File: src/source/node_pkg.sv
package node_pkg;

	// memory geometry, 4k by 8
	localparam int ADDR_W = 12;
	localparam int DATA_W = 8;

	// serial bit time in clocks, kept small for simulation
	localparam int CLKS_PER_BIT = 16;
	localparam int BAUD_CNT_W = $clog2(CLKS_PER_BIT);

	// serial frame: opcode and addr high, addr low, data
	localparam int FRAME_BYTES = 3;
	localparam logic [3:0] FRAME_OP_WRITE = 4'h1;

	// button synchronizer depth
	localparam int SYNC_STAGES = 2;

	// bus opcode, one bit on the wire
	typedef enum logic {
		OP_READ  = 1'b0,
		OP_WRITE = 1'b1
	} bus_op_t;

	typedef enum logic [1:0] {ARB_IDLE, ARB_BUSY, ARB_DONE} arb_state_t;

	typedef enum logic [1:0] {P_IDLE, P_REQ, P_RELEASE} panel_state_t;

	typedef enum logic [1:0] {F_COLLECT, F_REQ, F_RELEASE} frame_state_t;

	typedef enum logic [1:0] {U_IDLE, U_START, U_DATA, U_STOP} uart_state_t;

endpackage

File: src/source/panel_master.sv
`timescale 1ns/10ps

module panel_master import node_pkg::*; (
	input  logic              clock,
	input  logic              rst,
	input  logic              enable,
	input  logic              button_raw,
	input  logic [DATA_W-1:0] switch_array,
	input  logic              mode_switch,
	output logic              req,
	output bus_op_t           op,
	output logic [ADDR_W-1:0] addr,
	output logic [DATA_W-1:0] wdata,
	input  logic              ack,
	input  logic [DATA_W-1:0] rdata,
	output logic [DATA_W-1:0] shown_data
);

	panel_state_t           state;
	logic [SYNC_STAGES-1:0] btn_sync;
	logic                   btn_prev;
	logic                   press;

	// rising edge of the synced button, gated by enable
	assign press = btn_sync[SYNC_STAGES-1] && !btn_prev && enable;

	always_ff @(posedge clock) begin
		if (rst) begin
			btn_sync   <= '0;
			btn_prev   <= 1'b0;
			state      <= P_IDLE;
			req        <= 1'b0;
			addr       <= '0;
			shown_data <= '0;
		end else begin
			btn_sync <= {btn_sync[SYNC_STAGES-2:0], button_raw};
			btn_prev <= btn_sync[SYNC_STAGES-1];
			case (state)
				P_IDLE: begin
					// presses while busy are simply dropped
					if (press) begin
						if (!mode_switch) begin
							// switches pick the address, upper bits zero
							addr <= {{(ADDR_W-DATA_W){1'b0}}, switch_array};
						end
						req   <= 1'b1;
						state <= P_REQ;
					end
				end
				P_REQ: begin
					if (ack) begin
						req        <= 1'b0;
						shown_data <= (op == OP_WRITE) ? wdata : rdata;
						state      <= P_RELEASE;
					end
				end
				P_RELEASE: begin
					if (!ack) begin
						state <= P_IDLE;
					end
				end
				default: state <= P_IDLE;
			endcase
		end
	end

	// opcode and write byte captured with the press
	always_ff @(posedge clock) begin
		if (state == P_IDLE && press) begin
			op    <= mode_switch ? OP_WRITE : OP_READ;
			wdata <= switch_array;
		end
	end

endmodule

File: config.mk
export PLATFORM = sky130hd
export DESIGN_NAME = panel_master
export DESIGN_NICKNAME = d
export VERILOG_FILES = /design/src/source/node_pkg.sv /design/src/source/panel_master.sv
export SDC_FILE = /design/constraint.sdc
export NUM_CORES = 1
export LEC_CHECK = 0
export ABC_CLOCK_PERIOD_IN_PS = 1550
export BUFFER_PORTS_ARGS = -buffer_cell sky130_fd_sc_hd__buf_2
export CAP_MARGIN = 20
export CORE_MARGIN = 2
export CORE_UTILIZATION = 40
export DETAILED_ROUTE_END_ITERATION = 7
export PLACE_DENSITY = 0.7
export SYNTH_ARGS = -nofsm -noshare
export SYNTH_HDL_FRONTEND = slang
export SYNTH_SLANG_ARGS = --single-unit
File: constraint.sdc
create_clock -name clock -period 1.55 [get_ports clock]
set_input_delay 0.2325 -clock clock [delete_from_list [all_inputs] [get_ports clock]]
set_output_delay 0.2325 -clock clock [all_outputs]
set_load 0.01 [all_outputs]
# Yosys cells after proc, flatten, opt, wreduce, memory -nomap -nowiden
# Cells that the tools add are included.
# word_totals
output_inout_bits	30
inputBits	22
word_cells	33
register_bits	31
# classes
eq_ne	5
bitwise_logic	1
reduce_logical	10
mux	9
# op_table
operator	n
$reduce_and 3->1	3
$mux 8	1
$mux 2	3
$ne 2x2->1 const B	3
$pmux 2 s3	1
$logic_and 1x1->1	3
$mux 1	3
$eq 2x1->1 const B	1
$eq 2x2->1 const B	1
$logic_not 2->1	1
$pmux 1 s2	1
$reduce_and 2->1	1
$reduce_bool 2->1	1
$logic_not 1->1	1
$not 1->1	1

# Longest topological paths before layout
# Gate-level depths: netlist (run 1).
# depth
depth_word	5
mapped_depth	5

# Worst setup path after synthesis (run 1)
# OpenSTA, ideal clock, no wires.
# synth_timing
path_type	flip-flop to flip-flop
start	register state[0]
end	register op (enable)
stages_incl_launch_ff	3
slack_ns	0.123
arrival_ns	1.098
setup_time_ns	0.329
path_buffers	0
required_time_ns	1.221
cell_sequence	dfxtp_1 -> or4_1 -> inv_1
# synth_between
elab_chain_len	2
# synth_rtl
element	line	rtl
start, declared	panel_master.sv:19	panel_state_t state;
start signal, assigned	panel_master.sv:31	state <= P_IDLE;
start signal, assigned	panel_master.sv:47	state <= P_REQ;
start signal, assigned	panel_master.sv:54	state <= P_RELEASE;
$logic_not 2->1	panel_master.sv:69	if (state == P_IDLE && press) begin
$logic_and 1x1->1	panel_master.sv:69	
end signal, assigned	panel_master.sv:70	op <= mode_switch ? OP_WRITE : OP_READ;
end, declared	panel_master.sv:11	output bus_op_t op,
# No other way between the ends.
# A chain may end at the register's enable or synchronous reset.

# Worst setup path after layout (run 1)
# layout_timing
start	register state[1]
end	register wdata[2] (enable)
# layout_between
elab_chain_len	2
# layout_rtl
element	line	rtl
$logic_not 2->1	panel_master.sv:69	
$logic_and 1x1->1	panel_master.sv:69	
end signal, assigned	panel_master.sv:71	wdata <= switch_array;
end, declared	panel_master.sv:13	output logic [DATA_W-1:0] wdata,
# No other way between the ends.

==> impl_results.md, run 1 <==
* Area share of the largest cell type after synthesis at 34.2%
* Global routing usage on met2 at 20.9%
* Overall die width at 60.7 µm
* Post-place instance area at 1540 µm²
* Detailed-placement wirelength estimate at ~1800 µm
* Arrival time at the worst endpoint at around 1.4 ns
* Number of global-route vias before repair at 758
* CTS tree: built
* Post-Layout Cell Count at 200
* Setup TNS Final at 0 ns
* Die span in y at 60.7 µm
* LEAKAGE at approximately 0.69 nW
* Critical path data required time at 1.57 ns
* Upper clock frequency limit at between 700 and 800 MHz
* Standard-cell row count at 20
* Busiest layer in global routing: met2
* Initial core utilization at between 40% and 50%
* Total routing resource utilization after global routing at 13.4%
* Initial antenna violation count at 0
* Post-DR wirelength/cell at 11.8 µm
* Register area at 711 µm²
* Mean area per synthesized cell at 12.1 µm²
* Fraction of final layout cells with drive strength greater than 1 at 44.9%
* Final Slew Violations at 0
* Biggest area contributors in the synthesized netlist: dfxtp_1 34%, edfxtp_1 21%, mux2i_1 12%, nand2b_1 8.3%, a211oi_2 7.8%
* Distinct cell type count after synthesis at 24
* Filler instances at around 300
* Total power draw at 0.00156 W
* Footprint of the multi-input gates at 509 µm²
* Seq cells post-synth at 31
* Minimum clock period at 1.42 ns
* Clock latency on the worst-skew pair at around 0.32 ns
* Setup ws final at 0.134 ns
* Worst setup slack after placement at 0.0365 ns
* Master of the slowest instance on the critical path: or4_1
* Post-CTS Repair Setup Buffers at 0
* CTS Sinks at 31
* RSZ-0062 raised after global routing: false
* Crit path max-delay family: simple AND/OR/NAND/NOR gates
* I/O pin count at 52
* DR vias at 891
* GR Util met1 at 16.1%
* Avg Vias per Cell at 4.46
* Power per cell area at 969 nW/µm²
* Worst-case clock skew at approximately 0.006 ns
* Area growth, synth to finish at 25.3%
* Hold Crit Class: in -> reg
* Routed wire length at 2360 µm
* Count of buffers from port buffering at 47
* Top cell type by total area after synthesis: dfxtp_1
* Final nets at 177
* Area of the core at 3050 µm²
* Largest incremental delay on the critical path at 0.58 ns
* Count of maximum capacitance violations at 0
* Setup violators final at 0
* First-pass iteration count of the detailed router at 4
* Grt met3 use at roughly 5.5%
* Critical-path maximum fanout at 9
* Outcome: complete, no violations
* Root buffer cell: clkbuf_4
* Post-route fraction of the period consumed by the critical path at between 90% and 100%
* Pin slew with the least headroom to its limit at 0.514 ns
* Inserted Diodes at 0
* Hold Vio Cnt, Final at 0
* Worst-case headroom to the max-slew limit at 65.7%
* Largest net degree at the start of global routing at 31
* Max rail drop VDD at 0.000710 V
* Combined buffer and inverter count along the critical path at 1
* Final weighted congestion of routability-driven global placement at 0.691
* Overflow left after global routing at 0
* Drt first-iter violations at 21
* Clock Tree Buf Depth at 2
* Setup crit start kind: flop
* Post-synthesis sequential area ratio at a little under three fifths
* Count of hold-fix buffers inserted at cts at 0
* Finished layout cell area at between 1500 and 2000 µm²
* Crit end category: flop
* Post-Place Cells at 192
* Drt drc at 0
* Post-CTS clock slew at the launch and capture registers of the worst setup and hold paths at 0.10 ns
* Global-route wire length before repair at 3450 µm
* Cell breakdown of the critical path: or4_1 -> inv_2
* Startpoint-to-endpoint class of the critical path: reg -> reg
* Synth Instances at 106
* Maximum level of the CTS H-tree at 2
* Number of nets still failing antenna checks after routing at 0
* Netlist area before placement at 1290 µm²
* YS warnings at 0
* Die Outline Area at 3690 µm²
* Clock buffer count from CTS at 5
-- Yosys cell counts --
master	instances
a211oi_2	8
a21oi_1	2
and3b_1	1
buf_2	1
buf_4	5
buf_6	1
buf_8	1
clkbuf_1	2
clkbuf_2	1
conb_1	1
dfxtp_1	22
edfxtp_1	9
inv_1	1
mux2i_1	16
nand2_1	1
nand2b_1	17
nor2_1	7
nor2_2	2
nor2b_1	3
nor3b_1	1
nor4b_1	1
or3b_2	1
or4_1	1
xnor2_1	1
-- path summary, 6_finish.rpt --
kind | depth (start not counted) | to | from | slack (ns)
worst min-delay path | 1 | wdata[5]$_DFFE_PP_ | switch_array[5] | 0.1
worst max-delay path | 2 | wdata[2]$_DFFE_PP_ | state[1]$_SDFFE_PP0P_ | 0.13
worst min register to register | 1 | btn_sync[1]$_SDFF_PP0_ | btn_sync[0]$_SDFF_PP0_ | 0.45
worst max register to register | 2 | wdata[2]$_DFFE_PP_ | state[1]$_SDFFE_PP0P_ | 0.13
-- cells by family after synthesis --
| logic type | Yosys count | share of synthesized area, % |
|---|---|---|
| other | 1 | 0.291 |
| flip-flops | 31 | 55.2 |
| AND/OR/NAND/NOR | 35 | 16.2 |
| XOR/XNOR | 1 | 0.680 |
| multiplexers | 16 | 12.4 |
| AO/OA/AOI/OAI | 10 | 8.55 |
| buffers and inverters | 12 | 6.61 |
-- cell usage in the layout (no fill, tap or decap) --
| cell | Yosys | layout |
|---|---|---|
| a211oi_2 | 8 | 8 |
| clkinv_1 | 0 | 1 |
| nor2_1 | 7 | 7 |
| clkinv_2 | 0 | 1 |
| dfxtp_1 | 22 | 22 |
| nor2b_1 | 3 | 3 |
| nand2_1 | 1 | 1 |
| nor3b_1 | 1 | 1 |
| or3b_2 | 1 | 1 |
| and3b_1 | 1 | 1 |
| buf_2 | 1 | 47 |
| edfxtp_1 | 9 | 9 |
| clkbuf_4 | 0 | 5 |
| bufinv_16 | 0 | 1 |
| a21oi_1 | 2 | 2 |
| mux2i_1 | 16 | 16 |
| xnor2_1 | 1 | 1 |
| buf_4 | 5 | 3 |
| nor4b_2 | 0 | 1 |
| nor2_2 | 2 | 2 |
| nand2b_1 | 17 | 17 |
| conb_1 | 1 | 4 |
| or4_1 | 1 | 1 |
| inv_2 | 0 | 1 |
-- stage by stage --
stage	utilization, %	hold slack (ns)
floorplan	-	0.331
global placement	50.3	0.419
detailed placement	50.3	0.429
CTS	52.8	0.0835
global route	52.8	0.0681
finish	52.8	0.0989
-- registers in the layout, indices dropped and copies added (netlist names) --
signal / flops
addr: 8
btn_prev: 1
btn_sync: 2
op: 1
req: 1
shown_data: 8
state: 2
wdata: 8
-- timing repair --
action / 4_1_cts / 5_1_grt
setup endpoints to repair: 0 / 9
gates resized for setup: 0 / 1
hold endpoints to repair: 0 / 0
-- where the power goes --
group          switching (W)  internal [W]
combinational      0.0000557     0.0000517
clock               0.000267      0.000332
sequential        0.00000853      0.000849
total               0.000331       0.00123
-- layer usage --
| layer | vias up | wire length, µm |
|---|---|---|
| met4 | 0 | 46 |
| li1 | 453 | - |
| met2 | 33 | 1080 |
| met3 | 5 | 156 |
| met5 | - | 0 |
| met1 | 400 | 1080 |
-- layout make-up --
class	instances	area share (%)
Clock inverter	3	2.40
Multi-Input combinational cell	66	31.6
Sequential cell	31	44.1
Clock buffer	5	2.33
Inverter	1	0.233
Timing Repair Buffer	50	16.0
Tap cell	44	3.41
(Power assumes the default switching activity.)
==> run 2: changes to the inputs <==
--- a/config.mk
+++ b/config.mk
@@ -6,12 +6,12 @@
 export NUM_CORES = 1
 export LEC_CHECK = 0
 export ABC_CLOCK_PERIOD_IN_PS = 1550
-export BUFFER_PORTS_ARGS = -buffer_cell sky130_fd_sc_hd__buf_2
 export CAP_MARGIN = 20
-export CORE_MARGIN = 2
+export CORE_MARGIN = 5
 export CORE_UTILIZATION = 40
 export DETAILED_ROUTE_END_ITERATION = 7
-export PLACE_DENSITY = 0.7
+export DONT_BUFFER_PORTS = 1
+export PLACE_DENSITY = 0.56
 export SYNTH_ARGS = -nofsm -noshare
 export SYNTH_HDL_FRONTEND = slang
 export SYNTH_SLANG_ARGS = --single-unit
==> run 2 against run 1 <==
  * Highest routed layer unchanged
  * Sequential power is 0.9% higher
  * First-iteration DRC count shrank 38%
  * Die area rose by 21%
  * Sequential share of layout area increased by 4.2 points
  * Critical endpoint is now wdata[0]$_DFFE_PP_
==> impl_results.md, run 2 (synthesized netlist as in run 1, its figures left out) <==
* Outcome: complete, no violations
* Hold Vio Cnt, Final at 0
* Number of cells on the worst hold path at 1
* Clock buffer count from CTS at 5
* Fraction of final layout cells with drive strength greater than 1 at 19.3%
* Area of the core at ~3000 µm²
* Minimum clock period at 1.47 ns
* Setup violators final at 0
* LEAKAGE at 0.500 nW
* Power per cell area at 950 nW/µm²
* Crit end category: flop
* Clock Tree Buf Depth at 2
* CTS tree: built
* Hold Crit Class: in -> reg
* Standard-cell row count at 20
* Post-DR wirelength/cell at around 15 µm
* CTS Sinks at 31
* Final Slew Violations at 0
* Total power draw at approximately 0.0014 W
* Leading cell types in the layout, fill and taps excluded: 22 x dfxtp_1, 17 x nand2b_1, 16 x mux2i_1
* Startpoint-to-endpoint class of the critical path: reg -> reg
* Hold slack at between 0.03 and 0.04 ns
* Global-route wire length before repair at 4030 µm
* Routed wire length at 2470 µm
* Initial core utilization at 41.8%
* Max rail drop VDD at around 0.00046 V
* DR vias at ~760
* Final nets at 140
* Footprint of the multi-input gates at 509 µm²
* Critical path data required time at 1.58 ns
* Avg Vias per Cell at 4.68
* Critical-path maximum fanout at 9
* Drt drc at 0
* Overall die width at 66.7 µm
* Worst-case headroom to the max-slew limit at a little over 50%
* Biggest regs: addr (8), shown_data (8), wdata (8)
* Count of maximum capacitance violations at 0
* Register area at 711 µm²
* RSZ-0062 raised after global routing: false
* I/O pin count at 52
* Setup TNS Final at 0 ns
* Maximum level of the CTS H-tree at 2
* Count of buffers from port buffering at 0
* First-pass iteration count of the detailed router at 3
* Post-route fraction of the period consumed by the critical path at between 90% and 100%
* Area growth, synth to finish at 14.3%
* Largest net degree at the start of global routing at 18
* Pin slew with the least headroom to its limit at 0.720 ns
* Worst reg-to-reg path cell count at 2
* Root buffer cell: clkbuf_4
* Worst reg-to-reg setup slack at around 0.077 ns
* Die span in y at about 67 µm
* Filler instances at between 300 and 400
* Clock latency on the worst-skew pair at 0.32 ns
* Arrival time at the worst endpoint at 1.50 ns
* Detailed-placement wirelength estimate at approximately 1800 µm
* Most frequent standard cell in the layout excluding fill and tap cells: dfxtp_1
* Worst-case clock skew at 0.00747 ns
* Die Outline Area at ~4500 µm²
* Setup crit start kind: flop
* Number of nets still failing antenna checks after routing at 0
* Final weighted congestion of routability-driven global placement at 0.684
* Post-CTS clock slew at the launch and capture registers of the worst setup and hold paths at 0.10 ns
* Overflow left after global routing at 0
* Total routing resource utilization after global routing at 12.6%
* Upper clock frequency limit at 679 MHz
* Inserted Diodes at 0
* Number of global-route vias before repair at around 830
* Initial antenna violation count at 0
* Drt first-iter violations at 13
run 2: cell types whose count changed in the layout (fill, tap and decap cells not counted):
cell,delta
bufinv_16,-1
inv_2,-1
buf_4,-1
clkinv_1,-1
dlygate4sd3_1,+10
buf_12,+1
clkinvlp_4,+2
buf_2,-47
clkbuf_1,+1
run 2: worst max-delay path, stage by stage, from the launching register on:
cell and delay [ns]:
dfxtp_1 0.35, or4_1 0.61, clkinvlp_4 0.21
run 2: per-layer routing:
layer	share of wire, %	track usage, %	vias up
met5	0	0	-
met2	48	19.3	26
met3	9.1	7.25	4
met1	42	14.1	349
met4	1.2	5.33	0
li1	-	-	384
run 2: worst paths after layout:
path                          startpoint                      to
hold / removal                button_raw  btn_sync[0]$_SDFF_PP0_
hold reg to reg   btn_sync[0]$_SDFF_PP0_  btn_sync[1]$_SDFF_PP0_
setup reg to reg   state[1]$_SDFFE_PP0P_      wdata[0]$_DFFE_PP_
setup / recovery   state[1]$_SDFFE_PP0P_      wdata[0]$_DFFE_PP_
run 2: report_power, final:
group          switching (W)  total [W]  internal (W)
Clock               0.000277   0.000452      0.000175
Sequential         0.0000159   0.000865      0.000849
Combinational      0.0000366  0.0000813     0.0000447
Total               0.000329    0.00140       0.00107
run 2: stage by stage:
stage               utilization [%]  worst slack [ns]  instance area, µm²  std cells
finish                         47.8            0.0773                1470        163
global route                   47.8           0.00925                1470        163
CTS                            47.7           0.00985                1470        163
detailed placement             42.7            0.0280                1310        145
global placement               42.7            0.0791                1310        145
floorplan                         -             0.123                1300        109
run 2: layout make-up:
class / instances / area share [%]
Sequential cell: 31 / 48.3
Multi-Input combinational cell: 66 / 34.6
Timing Repair Buffer: 13 / 9.18
Tap cell: 44 / 3.74
Clock buffer: 6 / 2.81
Clock inverter: 2 / 0.850
Inverter: 1 / 0.510
run 2: timing repair:
item / CTS / global route
endpoints found under the setup margin: 0 / 9
resized for setup: 0 / 1
hold endpoints to repair: 23 / 0
hold buffers: 10 / 0
setup buffers: 0 / 0
==> run 3: changes to the inputs <==
--- a/config.mk
+++ b/config.mk
@@ -7,7 +7,7 @@
 export LEC_CHECK = 0
 export ABC_CLOCK_PERIOD_IN_PS = 1550
 export CAP_MARGIN = 20
-export CORE_MARGIN = 5
+export CORE_MARGIN = 2
 export CORE_UTILIZATION = 40
 export DETAILED_ROUTE_END_ITERATION = 7
 export DONT_BUFFER_PORTS = 1
==> run 3 against run 2 <==
  * Fmax increased by 2.6%
  * Design area fell by 0.34%
  * Core utilization increased by 0.23 points
  * Non-clock buffer count increased by 1
  * Register-to-register slack improved by 0.04 ns
  * Die area shrank 17%
  * Total power increased by 0.31%
  * Setup slack improved by 0.037 ns
==> impl_results.md, run 3 (synthesized netlist as in run 1, its figures left out) <==
* Final weighted congestion of routability-driven global placement at 0.662
* Share of total power in combinational logic at roughly 5.9%
* Area of the core at 3050 µm²
* Count of maximum capacitance violations at 0
* Post-DR wirelength/cell at 14.5 µm
* Biggest regs: addr (8), shown_data (8), wdata (8)
* Post-place instance area at 1310 µm²
* Number of nets still failing antenna checks after routing at 0
* Initial core utilization at between 40% and 50%
* Inserted Diodes at 0
* Hold Crit Class: in -> reg
* Arrival time at the worst endpoint at 1.46 ns
* Internal power at 0.00107 W
* Worst-case clock skew at ~0.0074 ns
* Worst reg2reg startpoint: state[1]$_SDFFE_PP0P_
* Area growth, synth to finish at 13.9%
* Drt first-iter violations at 19
* Initial antenna violation count at 0
* Setup crit start kind: flop
* Part of the power in the clock network at ~33%
* Power per cell area at 956 nW/µm²
* Master of the slowest instance on the critical path: or4_1
* Crit path max-delay family: simple AND/OR/NAND/NOR gates
* Total routing resource utilization after global routing at 15.2%
* Min-delay src: button_raw
* Critical-path maximum fanout at 9
* Power share of the sequential group at 61.5%
* Cell breakdown of the critical path: or4_1 -> inv_2
* Leading cell types in the layout, fill and taps excluded: 22 x dfxtp_1, 17 x nand2b_1, 16 x mux2i_1
* Die Outline Area at 3690 µm²
* Combined buffer and inverter count along the critical path at 1
* Clock latency on the worst-skew pair at 0.33 ns
* Max rail drop VDD at 0.000560 V
* Hold Vio Cnt, Final at 0
* Crit end category: flop
* Met1 routed wirelength after detailed routing at 925 µm
* Worst-case headroom to the max-slew limit at around 52%
* Largest incremental delay on the critical path at 0.58 ns
* Critical path startpoint: state[1]$_SDFFE_PP0P_
* Standard-cell row count at 20
* DR vias at 772
* Detail Route met2 WL at 1160 µm
* Power dissipated by switching net loads at approximately 0.00034 W
* Routed wire length at around 2400 µm
* Drt drc at 0
* Post-CTS Repair Setup Buffers at 0
* Overflow left after global routing at 0
* Global-route wire length before repair at a little under 4000 µm
* Final nets at 141
* Critical path data required time at between 1.5 and 2 ns
* Maximum level of the CTS H-tree at 2
* Max Used Layer: met4
* Outcome: complete, no violations
* CTS Sinks at 31
* Clock buffer count from CTS at 5
* Post-Place Cells at 146
* Switching fraction of total power at 24.0%
* Setup violators final at 0
* First-pass iteration count of the detailed router at 3
* LEAKAGE at approximately 0.51 nW
* Final Slew Violations at 0
* RSZ-0062 raised after global routing: false
* Overall die width at a little over 60 µm
* Count of buffers from port buffering at 0
* Met3 layer wire length in the routed design at 241 µm
* Number of cells on the worst hold path at 1
* CTS tree: built
* Finished layout cell area at between 1000 and 1500 µm²
* Worst reg-to-reg path cell count at 2
* Largest net degree at the start of global routing at 18
* Post-route fraction of the period consumed by the critical path at about 93%
* Die span in y at 60.7 µm
* Avg Vias per Cell at between 4 and 5
* Clock Tree Buf Depth at 2
* Worst reg-to-reg setup slack at between 0.1 and 0.15 ns
* Post-CTS clock slew at the launch and capture registers of the worst setup and hold paths at 0.10 ns
* Root buffer cell: clkbuf_4
* Upper clock frequency limit at about 700 MHz
* I/O pin count at 52
* Fraction of final layout cells with drive strength greater than 1 at between 20% and 30%
* Hold-critical path endpoint: btn_sync[0]$_SDFF_PP0_
* Post-Layout Cell Count at 164
* Startpoint-to-endpoint class of the critical path: reg -> reg
* Most frequent standard cell in the layout excluding fill and tap cells: dfxtp_1
* Hold slack at 0.0322 ns
* Number of global-route vias before repair at 818
* Pin slew with the least headroom to its limit at between 0.7 and 0.8 ns
* Reg2reg end: wdata[6]$_DFFE_PP_
* Minimum clock period at 1.44 ns
run 3: changes by cell type in the layout (fill, tap and decap cells not counted), sizes merged:
cell / delta
clkbuf: -1
buf: +1
inv: +1
run 3: worst register-to-register path: cells and delay by family (launching register included):
kind	cells	cell delay, ns
buffers and inverters	1	0.20
flip-flops	1	0.36
AND/OR/NAND/NOR	1	0.59
run 3: area by class of cell:
type	count	area, µm²
Fill cell	301	1590
Inverter	1	3.75
Timing Repair Buffer	14	130
Tap cell	44	55.1
Clock buffer	5	37.5
Multi-Input combinational cell	66	509
Clock inverter	3	20.0
Sequential cell	31	711
run 3: worst max path at each step:
stage / depth (start not counted) / endpoint / slack [ns]
floorplan: 2 / op$_DFFE_PP_ / 0.12
global placement: 2 / wdata[5]$_DFFE_PP_ / 0.07
detailed placement: 2 / wdata[3]$_DFFE_PP_ / -0.002
CTS: 2 / wdata[6]$_DFFE_PP_ / 0.1
global route: 2 / op$_DFFE_PP_ / 0.04
finish: 2 / wdata[6]$_DFFE_PP_ / 0.11
run 3: power by group through the flow:
stage          sequential [W]  clock [W]  combinational, W
4_1_cts              0.000863   0.000484         0.0000833
3_3_place_gp         0.000881          0         0.0000531
5_1_grt              0.000865   0.000531         0.0000915
6_report             0.000862   0.000457         0.0000823
2_1_floorplan        0.000879          0         0.0000645
3_5_place_dp         0.000882          0         0.0000543
run 3: what timing repair did:
item | 4_1_cts | 5_1_grt
hold buffers | 10 | 0
gates resized for setup | 1 | 0
endpoints found under the setup margin | 9 | 0
endpoints found under the hold margin | 23 | 0
run 3: layer usage:
layer / vias to the layer above / GRT usage [%]
met5: - / 0
met4: 0 / 7.45
met3: 7 / 10.2
met2: 33 / 23.0
met1: 351 / 16.3
li1: 381 / -
run 3: through the flow:
stage / utilization, % / setup slack [ns] / setup TNS, ns / power (W)
floorplan: - / 0.123 / 0 / 0.000944
global placement: 42.9 / 0.0694 / 0 / 0.000935
detailed placement: 42.9 / -0.00225 / -0.0185 / 0.000936
CTS: 48.0 / 0.0958 / 0 / 0.00143
global route: 48.0 / 0.0422 / 0 / 0.00149
finish: 48.0 / 0.115 / 0 / 0.00140
