## config.mk

```make
export PLATFORM = sky130hd
export DESIGN_NAME = frame_master
export DESIGN_NICKNAME = d
export VERILOG_FILES = /design/src/source/node_pkg.sv /design/src/source/frame_master.sv
export SDC_FILE = /design/constraint.sdc
export NUM_CORES = 1
export LEC_CHECK = 0
export BUFFER_PORTS_ARGS = -buffer_cell sky130_fd_sc_hd__buf_4
export CAP_MARGIN = 20
export CELL_PAD_IN_SITES_DETAIL_PLACEMENT = 0
export CELL_PAD_IN_SITES_GLOBAL_PLACEMENT = 2
export CORE_MARGIN = 2
export CORE_UTILIZATION = 33
export DETAILED_ROUTE_END_ITERATION = 8
export PLACE_DENSITY = 0.72
export SYNTH_ARGS = -nofsm -noshare
export SYNTH_HDL_FRONTEND = slang
export SYNTH_SLANG_ARGS = --single-unit
```

## constraint.sdc

```tcl
create_clock -name clock -period 1.9 [get_ports clock]
set_input_delay 0.19 -clock clock [delete_from_list [all_inputs] [get_ports clock]]
set_output_delay 0.19 -clock clock [all_outputs]
set_load 0.02 [all_outputs]
```

## src/source/node_pkg.sv

```systemverilog
package node_pkg;

	// memory geometry, 4k by 8
	localparam int ADDR_W = 12;
	localparam int DATA_W = 8;

	// serial bit time in clocks, kept small for simulation
	localparam int CLKS_PER_BIT = 16;
	localparam int BAUD_CNT_W = $clog2(CLKS_PER_BIT);

	// serial frame: opcode and addr high, addr low, data
	localparam int FRAME_BYTES = 3;
	localparam logic [3:0] FRAME_OP_WRITE = 4'h1;

	// button synchronizer depth
	localparam int SYNC_STAGES = 2;

	// bus opcode, one bit on the wire
	typedef enum logic {
		OP_READ  = 1'b0,
		OP_WRITE = 1'b1
	} bus_op_t;

	typedef enum logic [1:0] {ARB_IDLE, ARB_BUSY, ARB_DONE} arb_state_t;

	typedef enum logic [1:0] {P_IDLE, P_REQ, P_RELEASE} panel_state_t;

	typedef enum logic [1:0] {F_COLLECT, F_REQ, F_RELEASE} frame_state_t;

	typedef enum logic [1:0] {U_IDLE, U_START, U_DATA, U_STOP} uart_state_t;

endpackage

```

## src/source/frame_master.sv

```systemverilog
`timescale 1ns/10ps

module frame_master import node_pkg::*; (
	input  logic              clock,
	input  logic              rst,
	input  logic              byte_valid,
	input  logic [DATA_W-1:0] byte_data,
	input  logic              frame_error,
	output logic              req,
	output bus_op_t           op,
	output logic [ADDR_W-1:0] addr,
	output logic [DATA_W-1:0] wdata,
	input  logic              ack
);

	frame_state_t state;
	logic [1:0]   byte_cnt;
	logic [3:0]   op_nibble;
	logic         last_byte;

	// only writes come in over serial
	assign op        = OP_WRITE;
	assign last_byte = (byte_cnt == 2'(FRAME_BYTES - 1));

	always_ff @(posedge clock) begin
		if (rst) begin
			state    <= F_COLLECT;
			byte_cnt <= '0;
			req      <= 1'b0;
		end else begin
			case (state)
				F_COLLECT: begin
					if (frame_error) begin
						// partial frame thrown away
						byte_cnt <= '0;
					end else if (byte_valid) begin
						byte_cnt <= last_byte ? 2'd0 : byte_cnt + 1'b1;
						// opcode judged once the whole frame is in
						if (last_byte && op_nibble == FRAME_OP_WRITE) begin
							req   <= 1'b1;
							state <= F_REQ;
						end
					end
				end
				F_REQ: begin
					if (ack) begin
						req   <= 1'b0;
						state <= F_RELEASE;
					end
				end
				F_RELEASE: begin
					if (!ack) state <= F_COLLECT;
				end
				default: state <= F_COLLECT;
			endcase
		end
	end

	// frame fields land by byte position
	always_ff @(posedge clock) begin
		if (state == F_COLLECT && byte_valid && !frame_error) begin
			case (byte_cnt)
				2'd0: begin
					op_nibble           <= byte_data[7:4];
					addr[ADDR_W-1:DATA_W] <= byte_data[ADDR_W-DATA_W-1:0];
				end
				2'd1: addr[DATA_W-1:0] <= byte_data;
				default: wdata <= byte_data;
			endcase
		end
	end

endmodule

```

**Yosys cells after proc, flatten, opt, wreduce, memory -nomap -nowiden**

Index checks and enable logic that the tools add are counted.

- Flip-flop bits (word level): 29
- Input port bits: 13
- Output and inout bits: 22
- Word-level logic and storage cells: 48

- Add/subtract/negate cells: 1
- Eq/ne operators: 10
- Mux-type cells: 14
- Bitwise logic cells: 1
- Reductions and logical operators: 15

Operator list:

| operator | number |
|---|---|
| two-way mux 2 bit | 8 |
| != test 2 bit, second input constant | 5 |
| AND reduction 5 bit | 2 |
| AND reduction 2 bit | 4 |
| case mux 2 bit (3 select lines) | 1 |
| equality test 2 x 1 -> 1 bit, second input constant | 2 |
| equality test 2 bit, second input constant | 2 |
| equality test 4 x 1 -> 1 bit, second input constant | 1 |
| logical NOT 2 bit | 2 |
| two-way mux 1 bit | 4 |
| nonzero test 2 bit | 2 |
| logical AND 1 bit | 3 |
| adder 2 x 1 -> 2 bit, second input constant | 1 |
| case mux 1 bit (2 select lines) | 1 |
| OR reduction 2 bit | 1 |
| logical NOT 1 bit | 1 |
| inverter 1 bit | 1 |

**Logic depth before layout (Yosys ltp)**

Gate-level depths: netlist of the first run.

- Depth in word-level cells: 6
- Depth in mapped cells: 3
- Gate-level depth less buffers: 3

**Worst setup path before layout of the first run**

Ideal clock, no wire load.

- Path kind: register to register
- Start: register state[1]
- End: register addr[10] (enable)
- Setup time: 0.324 ns
- Arrival time: 1.408 ns
- Slack: 0.168 ns
- Cell stages (with the launch flop): 4
- Buffers on the path: 0
- Period minus slack after synthesis: 1.732 ns
- Cells stage by stage: dfxtp_1 or4b_4 or3_4 inv_1

- Cells in the longest elaborated chain, start to end: 4

Ends and longest elaborated chain:

| item | line | source |
|---|---|---|
| from (decl) | frame_master.sv:16 | `frame_state_t state;` |
| from (signal assigned) | frame_master.sv:27 | `state <= F_COLLECT;` |
| from (signal assigned) | frame_master.sv:41 | `state <= F_REQ;` |
| from (signal assigned) | frame_master.sv:48 | `state <= F_RELEASE;` |
| logical NOT 2 bit | frame_master.sv:61 | `if (state == F_COLLECT && byte_valid && !frame_error) begin` |
| logical AND 1 bit (2 in a row) | frame_master.sv:61 |  |
| AND reduction 2 bit (no line) | - |  |
| to (signal, indexed assignment) | frame_master.sv:65 | `addr[ADDR_W-1:DATA_W] <= byte_data[ADDR_W-DATA_W-1:0];` |
| to (signal, indexed assignment) | frame_master.sv:67 | `2'd1: addr[DATA_W-1:0] <= byte_data;` |
| to (decl) | frame_master.sv:11 | `output logic [ADDR_W-1:0] addr,` |

No other way between the ends.
A chain may end at the register's enable or synchronous reset.

**Worst setup path after layout of the first run**

- Start: register state[1]
- End: register op_nibble[1] (enable)

- Cells in the longest elaborated chain, start to end: 4

Ends and longest elaborated chain:

| item | line | source |
|---|---|---|
| logical NOT 2 bit | frame_master.sv:61 |  |
| logical AND 1 bit (2 in a row) | frame_master.sv:61 |  |
| AND reduction 2 bit (no line) | - |  |
| to (signal assigned) | frame_master.sv:64 | `op_nibble <= byte_data[7:4];` |
| to (decl) | frame_master.sv:18 | `logic [3:0] op_nibble;` |

No other way between the ends.

==> run summary, run 1 <==
The final total negative setup slack is 0 ps, and the number of placed instances with taps included is 117. The count of endpoints failing hold in the final timing report was 0; the cell depth of the worst min-delay path was 2. The largest individual stage delay along the critical path comes from the cell sky130_fd_sc_hd__or4b_4.

Setup repair after global routing left no endpoint under its margin. The run gives 0 as the number of antenna violations at the first check in global routing. Final routed DRC violation total: 3.

The highest ir drop seen on vdd was 0.427 mV. The count of cell instances traversed by the critical path is 3. Post-synthesis instance area: 995 um^2. The biggest area contributor in the post-synthesis netlist is sky130_fd_sc_hd__edfxtp_1. The logs give 29 for the CTS sink count and 565 MHz for the achievable frequency. The number of buffer and inverter stages on the critical path came out at 1. The critical path goes through or4b_4 -> or3_4 -> inv_1.

The root buffer selected by CTS is sky130_fd_sc_hd__clkbuf_4. The Yosys step of the flow raised 0 warnings. The die outline width came out at 58.9 um.

Across the run, the number of max-cap violations was 0. No sink is reached through more buffers than the 2 on the longest clock path. For the detailed placer's ending HPWL, the log shows 1.32 mm. The final reports fail on DRC. The run gives 125 as the final cell count without fillers. Synthesis produced a netlist whose cell count is 51.

The category of the worst setup path capture point is a register. The number of unique standard cell types used by synthesis was 22; the area of the die was 3470 um^2. The share of synthesized area occupied by flip-flops and latches was 0.825.

Post-CTS timing repair inserted 0 buffers for setup. Share of Yosys cell area claimed by the top area cell type: 0.725. The total via count in the routed design was 596. The fraction of final layout cells with drive strength greater than 1 works out to 0.521.

The global router's overall resource usage was 0.117. The tools report the routed wire length as 1.81 mm. The area growth from synthesis to final layout is 36.4%. The starting utilization of the core area is 0.355, and the final routed wire length divided by cell count is 14.5 um. Routability-driven placement finished with a final weighted congestion of 0.672.

Maximum clock skew at final layout: 4.39 ps. The library cells used most frequently in the layout, excluding fill and tap cells, are sky130_fd_sc_hd__buf_4, sky130_fd_sc_hd__edfxtp_1, sky130_fd_sc_hd__dfxtp_1, sky130_fd_sc_hd__clkbuf_4. The worst setup path is launched from a register.

For this block, the initial DRC count from the detailed router was 9. TritonCTS built the clock tree. By startpoint and endpoint, the worst setup path is classified as register to register.

The first global-routing pass estimated 2.76 mm of wire. The pin count of the biggest net entering global routing is 10, and the worst-skew pair later-pin latency is 320 ps. Classification of the worst-slack hold path: primary input to register. The flow ran to the end, but the final reports show violations. The core region is 2810 um^2. Global routing finished with a remaining overflow of 0. Buffers inserted during clock tree synthesis total 5. The via density per instance works out to 4.77. The final setup violation count came out at 0. The number of nets in the final layout was 106.

Commonest non-fill, non-tap cell in the layout: sky130_fd_sc_hd__buf_4. After synthesis, the cell types taking the most area are sky130_fd_sc_hd__edfxtp_1, sky130_fd_sc_hd__dfxtp_1, sky130_fd_sc_hd__nor4b_1. The repair_antennas step left the layout with diodes totalling 0.

Before antenna repair, the detailed router went through 6 iterations. For the worst setup path, the data arrival time is 1770 ps. The power density relative to cell area is 844 nW/um^2. Total of cells resized after clock tree synthesis: 0. The H-tree was split into 2 levels. The detail route stage leaves a number of antenna-violating nets equal to 0.

Largest delay contributor family on the critical path: simple AND/OR/NAND/NOR gates. The worst register-to-register path has a depth of 3. The analysis attributes to cell leakage a power of 0.000534 uW. The total nets after synthesis was 64; the number of I/O port buffers was 33. The standard-cell row count is 19. The overall die height was 58.9 um; the via count of the first global-routing pass was 552. Clock transition at the registers of the reported paths: 90 ps. The final-report max-slew violation count was 0; the number of top-level pins was 35.

A synthesized cell averages 19.5 um^2. Buffers inserted to repair hold after CTS numbered 0. The delay of the slowest cell on the worst path works out to 540 ps. For the finished layout, the period the worst path requires is 1770 ps. Synthesis inferred 29 register bits. The tools report the final hold slack as 54.0 ps.

The share of the clock period used by the worst path is 0.931, and the largest fanout on the critical path is 8. The data required time at the worst endpoint was 1900 ps.
sequential cells by signal (all words and copies together) (netlist names):
register / flops
op_nibble: 4
addr: 12
req: 1
state: 2
wdata: 8
byte_cnt: 2
cells in the mapped netlist:
library cell	instances
sky130_fd_sc_hd__or4b_4	1
sky130_fd_sc_hd__o31ai_1	1
sky130_fd_sc_hd__a21oi_1	1
sky130_fd_sc_hd__inv_1	2
sky130_fd_sc_hd__nor2_1	1
sky130_fd_sc_hd__nor3b_2	1
sky130_fd_sc_hd__nand2b_1	1
sky130_fd_sc_hd__edfxtp_1	24
sky130_fd_sc_hd__and2_1	1
sky130_fd_sc_hd__or3_4	1
sky130_fd_sc_hd__o31a_2	1
sky130_fd_sc_hd__conb_1	1
sky130_fd_sc_hd__a221oi_1	1
sky130_fd_sc_hd__buf_4	1
sky130_fd_sc_hd__nor4b_1	2
sky130_fd_sc_hd__o21ba_1	1
sky130_fd_sc_hd__dfxtp_1	5
sky130_fd_sc_hd__and2b_2	1
sky130_fd_sc_hd__xnor2_1	1
sky130_fd_sc_hd__nand4b_1	1
sky130_fd_sc_hd__a21oi_2	1
sky130_fd_sc_hd__nor3b_1	1
worst register-to-register path, cell delays in order, from the launching register on:
cell,delay [ps]
sky130_fd_sc_hd__dfxtp_1,320
sky130_fd_sc_hd__or4b_4,540
sky130_fd_sc_hd__or3_4,350
sky130_fd_sc_hd__inv_1,240
area by class of cell:
type,instances,area (um^2)
clock buffer,6,51.3
clock inverter,2,8.76
fill,257,1450
inverter,2,7.51
multi-input combinational,19,159
sequential,29,821
tap,31,38.8
timing repair buffer,36,270
per-stage QoR:
step	util	setup slack, ps	instance area [um^2]	total power (uW)
floorplan	-	168	995	744
global route	0.483	46.0	1360	1190
global placement	0.462	166	1300	781
CTS	0.483	107	1360	1160
detailed placement	0.462	111	1300	782
finish	0.483	132	1360	1140
logic make-up after synthesis:
| kind of cell | synth area share |
|---|---|
| xor+xnor | 0.00881 |
| simple gates | 0.0969 |
| compound gates | 0.0503 |
| flops | 0.825 |
| other cells | 0.00377 |
| buf+inv | 0.0151 |
report_power, final:
| group | internal (uW) | switching [uW] | leakage (uW) | total, uW |
|---|---|---|---|---|
| sequential | 700 | 3.76 | 0.000259 | 704 |
| combinational | 31.0 | 31.0 | 0.000239 | 62.0 |
| clock | 174 | 205 | 0.0000357 | 379 |
metal layers:
layer  GRT usage  wire length [um]  vias to the layer above
met2       0.167               816                       26
li1            -                 -                      279
met3      0.0703               182                        5
met4      0.0584                44                        0
met1       0.140               765                      286
met5           0                 0                        -
final timing paths:
check | from | to | slack [ps]
setup / recovery | state[1] | op_nibble[1] | 130
hold / removal | rst | byte_cnt[0] | 50
setup reg to reg | state[1] | op_nibble[1] | 130
hold reg to reg | req | req | 470
Power figures use the tool's default switching activity.
==> inputs of run 2 (changes only) <==
--- a/config.mk
+++ b/config.mk
@@ -13,6 +13,7 @@
 export CORE_UTILIZATION = 33
 export DETAILED_ROUTE_END_ITERATION = 8
 export PLACE_DENSITY = 0.72
+export RECOVER_POWER = 100
 export SYNTH_ARGS = -nofsm -noshare
 export SYNTH_HDL_FRONTEND = slang
 export SYNTH_SLANG_ARGS = --single-unit
==> run 2 against run 1 <==
  * The flow still finishes with violations (DRC)
  * Combinational power shrank 21%
  * Die area did not move
  * Worst setup slack improved by 4.4 ps
  * Utilization down 4.4 points
==> run summary, run 2 (synthesized netlist as in run 1, its figures left out) <==
The run finished, with violations left. The checks that failed: DRC. 35 I/O pins were placed. Input and output buffers added on the ports amount to 33. The slowest stage of the critical path belongs to the cell sky130_fd_sc_hd__or4b_1. The number of antenna violations at the first check in global routing is 0, and the worst-skew pair later-pin latency is 320 ps. In the layout the commonest cells are sky130_fd_sc_hd__clkbuf_1, sky130_fd_sc_hd__edfxtp_1, sky130_fd_sc_hd__dfxtp_1, sky130_fd_sc_hd__clkbuf_4, sky130_fd_sc_hd__buf_4. The final-report max-slew violation count came out at 0.

The tree is rooted in a sky130_fd_sc_hd__clkbuf_4. Clock-pin slew was measured on the worst setup and hold paths at 90 ps. The flip-flop count of the largest register, all copies and words added is 12. Setup repair after global routing left no endpoint under its margin. The worst setup path is launched from a register.

The total of cells resized after clock tree synthesis is 0. Traced cell by cell, the critical path runs through or4b_1 -> or3_4 -> inv_1. Setup violations remaining at the end of the flow were counted as 0. The post-CTS setup buffer count was 0; the area of all placed cells without fillers was 1230 um^2. Utilization of the core after routing: 0.439. The largest fanout on the critical path is 8, and the CTS sink count is 29.

The register containing the most flip-flops in the final layout was addr. The worst setup path is of the register to register kind. The final hold slack was 49.1 ps. The maximum clock skew at final layout came out at 2.46 ps.

The via density per instance works out to 4.79. In the final design database the tool counted 106 nets. The final routed wire length divided by cell count is 14.6 um. Data on the critical path arrives at its endpoint at 1770 ps. The global router's overall resource usage is 0.117, and the overall die height is 58.9 um. In this design, the stage delay of the slowest critical-path cell is 540 ps.

The die covers 3470 um^2. The static leakage came out at 0.000421 uW. The fraction of final layout cells with drive strength greater than 1 came out at 0.181. Dividing total power by cell area gives a power density of 920 nW/um^2. For the maximum clock path buffer count, the log shows 2. For this run the aggregate overflow at the end of global routing stands at 0.

The count of hold buffers inserted by post-cts repair is 0, and the share of the clock period used by the worst path is 0.928. The largest registers in the layout are addr: 12 flops, wdata: 8 flops, op_nibble: 4 flops. The floorplan has 19 rows.

The data required time at the worst endpoint came out at 1900 ps. For the detailed placer's ending HPWL, the log shows 1.32 mm. Max-cap violations in this run came to 0. The cell depth of the worst min-delay path is 2, and the routed wire length is 1.83 mm. Entering global routing, the biggest net connects 10 pins. The highest ir drop seen on vdd is 0.427 mV, and the number of detailed-route iterations in the first pass is 6.

From left edge to right edge, the die measures 58.9 um. The total area inside the core boundary comes to 2810 um^2. The classification of the worst-slack hold path is primary input to register.

In the final timing run, aggregate negative setup slack is 0 ps. Via count of the first global-routing pass: 552. The first global-routing pass estimated 2.76 mm of wire.

The number of CTS-inserted buffers is 5, and the final routed DRC violation total is 3. The worst register-to-register path has a depth of 3. 0 antenna diodes ended up in the layout. The count of endpoints failing hold in the final timing report came out at 0.

Relative to the synthesized area, the layout overhead comes to 23.9%. TritonCTS built the clock tree. The library cell used most frequently in the layout, excluding fill and tap cells, is sky130_fd_sc_hd__clkbuf_1. Summing all placed instances gives a cell area of 1300 um^2.

STA classifies the critical path endpoint as a register. The logs give 9 for the number of DRC markers in iteration 0 and 599 for the total via count in the routed design. The shortest period the worst path allows came out at 1760 ps. The count of antenna-violating nets left after detailed routing was 0.

The congestion estimate from routability-driven global placement came to 0.672. The starting utilization of the core area is 0.355, and the achievable frequency is 567 MHz. The CTS H-tree depth was 2.
[run 2: final cells by class]
class,count,area (um^2)
Sequential cell,29,821
Timing Repair Buffer,36,155
Fill cell,295,1570
Inverter,2,7.51
Clock buffer,6,51.3
Clock inverter,2,8.76
Tap cell,31,38.8
Multi-Input combinational cell,19,150
[run 2: through the flow]
stage                     std cells  setup slack (ps)  total power (uW)
after floorplan                  51               168               744
after global placement          117               166               781
after detailed placement        117               111               782
after CTS                       125               107              1160
after global routing            125              52.5              1180
final                           125               136              1130
[run 2: worst paths after layout]
path	startpoint	end	slack, ps
worst max register to register	state[1]	addr[9]	140
worst min-delay path	rst	byte_cnt[0]	50
worst max-delay path	state[1]	addr[9]	140
worst min register to register	req	req	460
[run 2: power breakdown]
part	switching, uW	total (uW)	leakage (uW)	internal [uW]
registers	3.58	704	0.000259	700
clock network	208	382	0.0000357	174
logic	30.8	48.8	0.000126	17.9
[run 2: worst max-delay path: cells and delay by family (launching register included)]
family,cells,cell delay (ps)
flip-flops,1,320
AND/OR/NAND/NOR,2,890
buffers and inverters,1,240
[run 2: per-layer routing]
metal	up-vias	wire, um	track usage
met5	-	0	0
met4	0	44	0.0584
met1	288	781	0.140
li1	280	-	-
met2	26	807	0.167
met3	5	195	0.0703
==> inputs of run 3 (changes only) <==
--- a/config.mk
+++ b/config.mk
@@ -10,9 +10,9 @@
 export CELL_PAD_IN_SITES_DETAIL_PLACEMENT = 0
 export CELL_PAD_IN_SITES_GLOBAL_PLACEMENT = 2
 export CORE_MARGIN = 2
-export CORE_UTILIZATION = 33
+export CORE_UTILIZATION = 29
 export DETAILED_ROUTE_END_ITERATION = 8
-export PLACE_DENSITY = 0.72
+export PLACE_DENSITY = 0.67
 export RECOVER_POWER = 100
 export SYNTH_ARGS = -nofsm -noshare
 export SYNTH_HDL_FRONTEND = slang
==> constraint.sdc (replaced) <==
create_clock -name clock -period 1.6 [get_ports clock]
set_input_delay 0.16 -clock clock [delete_from_list [all_inputs] [get_ports clock]]
set_output_delay 0.16 -clock clock [all_outputs]
set_load 0.02 [all_outputs]
==> run 3 against run 2 <==
  * The flow finishes with violations (setup timing)
  * Power increased by 15%
  * Global-route usage decreased by 1.9 points
  * Die area increased by 13%
  * Highest routed layer unchanged
  * Largest power group unchanged
  * Clock skew increased by 2.6 ps
  * Critical path depth unchanged
  * Critical endpoint is now addr[8]
  * Cell count increased by 16%
  * Design area increased by 5.8%
  * Via count unchanged
  * Count of clock-buffer cells in the layout unchanged
  * Fmax increased by 6.6%
==> run summary, run 3 (synthesized netlist as in run 1, its figures left out) <==
The largest registers in the layout are addr: 12 flops, wdata: 8 flops, op_nibble: 4 flops. addr holds more flip-flops than any other register. The final-report max-slew violation count is 0. The run gives 0.394 as the utilization of the core after routing.

Compared with the post-synthesis result, the final layout area differs by 31.1%. At the later pin of the worst-skew pair, clock insertion delay measures 310 ps. The delay of the slowest cell on the worst path is 510 ps, and the power density relative to cell area is 1000 nW/um^2.

The library cell used most frequently in the layout, excluding fill and tap cells, is sky130_fd_sc_hd__clkbuf_1. After the first detailed-routing iteration, the DRC count stood at 12. The critical path goes through or4b_4 -> or3_4 -> clkinvlp_4. The category of the worst setup path capture point is a register. The logs give 0 for the final routed DRC violation total and 3310 um^2 for the area of the core. The logs give -54.8 ps for the final worst slack and 1680 ps for the data arrival time at the worst-slack endpoint. The portion of total power attributed to sequential cells came out at 0.639. The fraction of final layout cells with drive strength greater than 1 is 0.263, and the maximum clock skew at final layout is 5.07 ps. The filler cells instantiated in the layout total 350. Detailed placer's ending HPWL: 1.29 mm. The via density per instance is 4.13, and the number of nets in the final layout is 111.

The share of the clock period used by the worst path was 1.03. After clock tree synthesis, the clock-pin slew on the worst setup and hold paths is 90 ps. Before antenna repair, the detailed router went through 3 iterations.

Setup repair after global routing could not meet its margin everywhere. Global router's overall resource usage: 0.0983. The via count of the first global-routing pass is 605, and the largest fanout on the critical path is 8. The number of antenna diodes in the final layout is 0. Static timing analysis puts the maximum clock frequency at 604 MHz. TritonCTS built the clock tree. The worst setup path is launched from a register. Summed over all layers, the global routing overflow is 0. The number of max-capacitance violations reported was 0. In the final routed layout, each cell accounts on average for 12.3 um. For the static leakage, the log shows 0.000437 uW. The checks that failed: setup timing.

The final weighted congestion in routability-driven placement is 0.744. The register with the most flip-flops in the layout has 12 of them. The starting utilization of the core area came out at 0.300. At the placement stage, the worst setup path has a slack of -44.5 ps.

The data required time at the worst endpoint came out at 1620 ps. Once detail routing completed, the nets flagged for antenna violations numbered 0. For the portion of total power attributed to the clock network, the log shows 0.308. The floorplan step defined a die boundary enclosing 3910 um^2.

Maximum clock path buffer count: 2. Path type of the worst setup path: register to register. The count of endpoints failing hold in the final timing report came out at 0. For this design the total switching power over the nets is 280 uW. The standard-cell row count was 21. The number of I/O port buffers works out to 33. Worst-path cell with the longest stage delay: sky130_fd_sc_hd__or4b_4. The portion of total power attributed to combinational logic was 0.053. The die outline width was 62.6 um; the number of buffer and inverter stages on the critical path was 1. Across the VDD grid, the largest voltage drop is 0.307 mV.

Cell internal power was estimated by the tool at 1030 uW. The number of top-level pins is 35. In the layout the commonest cells are sky130_fd_sc_hd__clkbuf_1, sky130_fd_sc_hd__edfxtp_1, sky130_fd_sc_hd__buf_4. The die is 62.6 um tall. The first global-routing pass estimated 2.80 mm of wire. The classification of the worst-slack hold path is primary input to register.

The flow ran to the end, but the final reports show violations. The number of CTS-inserted buffers was 5; the shortest period the worst path allows was 1650 ps. The number of antenna violations at the first check in global routing is 0.

The largest delay contributor family on the critical path was simple AND/OR/NAND/NOR gates. The routed design has 1.78 mm of wire. The switching share of power came out at 0.214. CTS sink count: 29. The H-tree generated during clock tree synthesis spans 2 levels. For the final setup violation count, the log shows 10.

The tools report the pin count of the biggest net entering global routing as 10. The cell sitting at the root of the clock tree is a sky130_fd_sc_hd__clkbuf_4. The run gives 599 as the total via count in the routed design.
==> run 3: per-stage QoR <==
stage | hold WS, ps | power [uW] | TNS [ps] | cells | cell area, um^2
3_5_place_dp | 357 | 938 | -551 | 137 | 1380
4_1_cts | 6.34 | 1350 | -751 | 145 | 1440
2_1_floorplan | 222 | 886 | -447 | 51 | 1010
3_3_place_gp | 358 | 937 | -295 | 137 | 1380
5_1_grt | 9.75 | 1380 | -1420 | 145 | 1300
6_report | 25.9 | 1310 | -451 | 145 | 1300
==> run 3: what timing repair did <==
item	CTS	global route
hold buffers	0	0
gates resized for setup	2	0
pin swaps	1	0
buffers inserted	0	0
setup endpoints to repair	16	16
==> run 3: area by class of cell <==
class	count	area [um^2]	area share
clock buffers	6	41.3	0.0317
clock inverters	2	10.0	0.00768
inverters	2	11.3	0.00864
multi-input cells	19	165	0.127
flip-flops and latches	29	822	0.631
well taps	46	57.6	0.0441
repair buffers	41	196	0.151
==> run 3: per-layer routing <==
layer,up-vias,global-route usage,wire length [um]
met5,-,0,0
met4,0,0.0583,43
met3,7,0.0595,160
met2,28,0.149,852
met1,275,0.104,727
li1,289,-,-
==> run 3: power groups by stage <==
| stage | Clock (uW) | Sequential [uW] | Combinational (uW) |
|---|---|---|---|
| CTS | 431 | 837 | 84.9 |
| global route | 469 | 838 | 74.9 |
| floorplan | 0 | 863 | 23.4 |
| global placement | 0 | 854 | 82.7 |
| detailed placement | 0 | 854 | 83.8 |
| finish | 403 | 836 | 68.7 |
==> run 3: final timing paths <==
check / endpoint / cells past startpoint / start / slack (ps)
max: addr[8] / 3 / state[0] / -50
min: byte_cnt[0] / 2 / rst / 30
max reg2reg: addr[8] / 3 / state[0] / -50
min reg2reg: req / 2 / req / 470
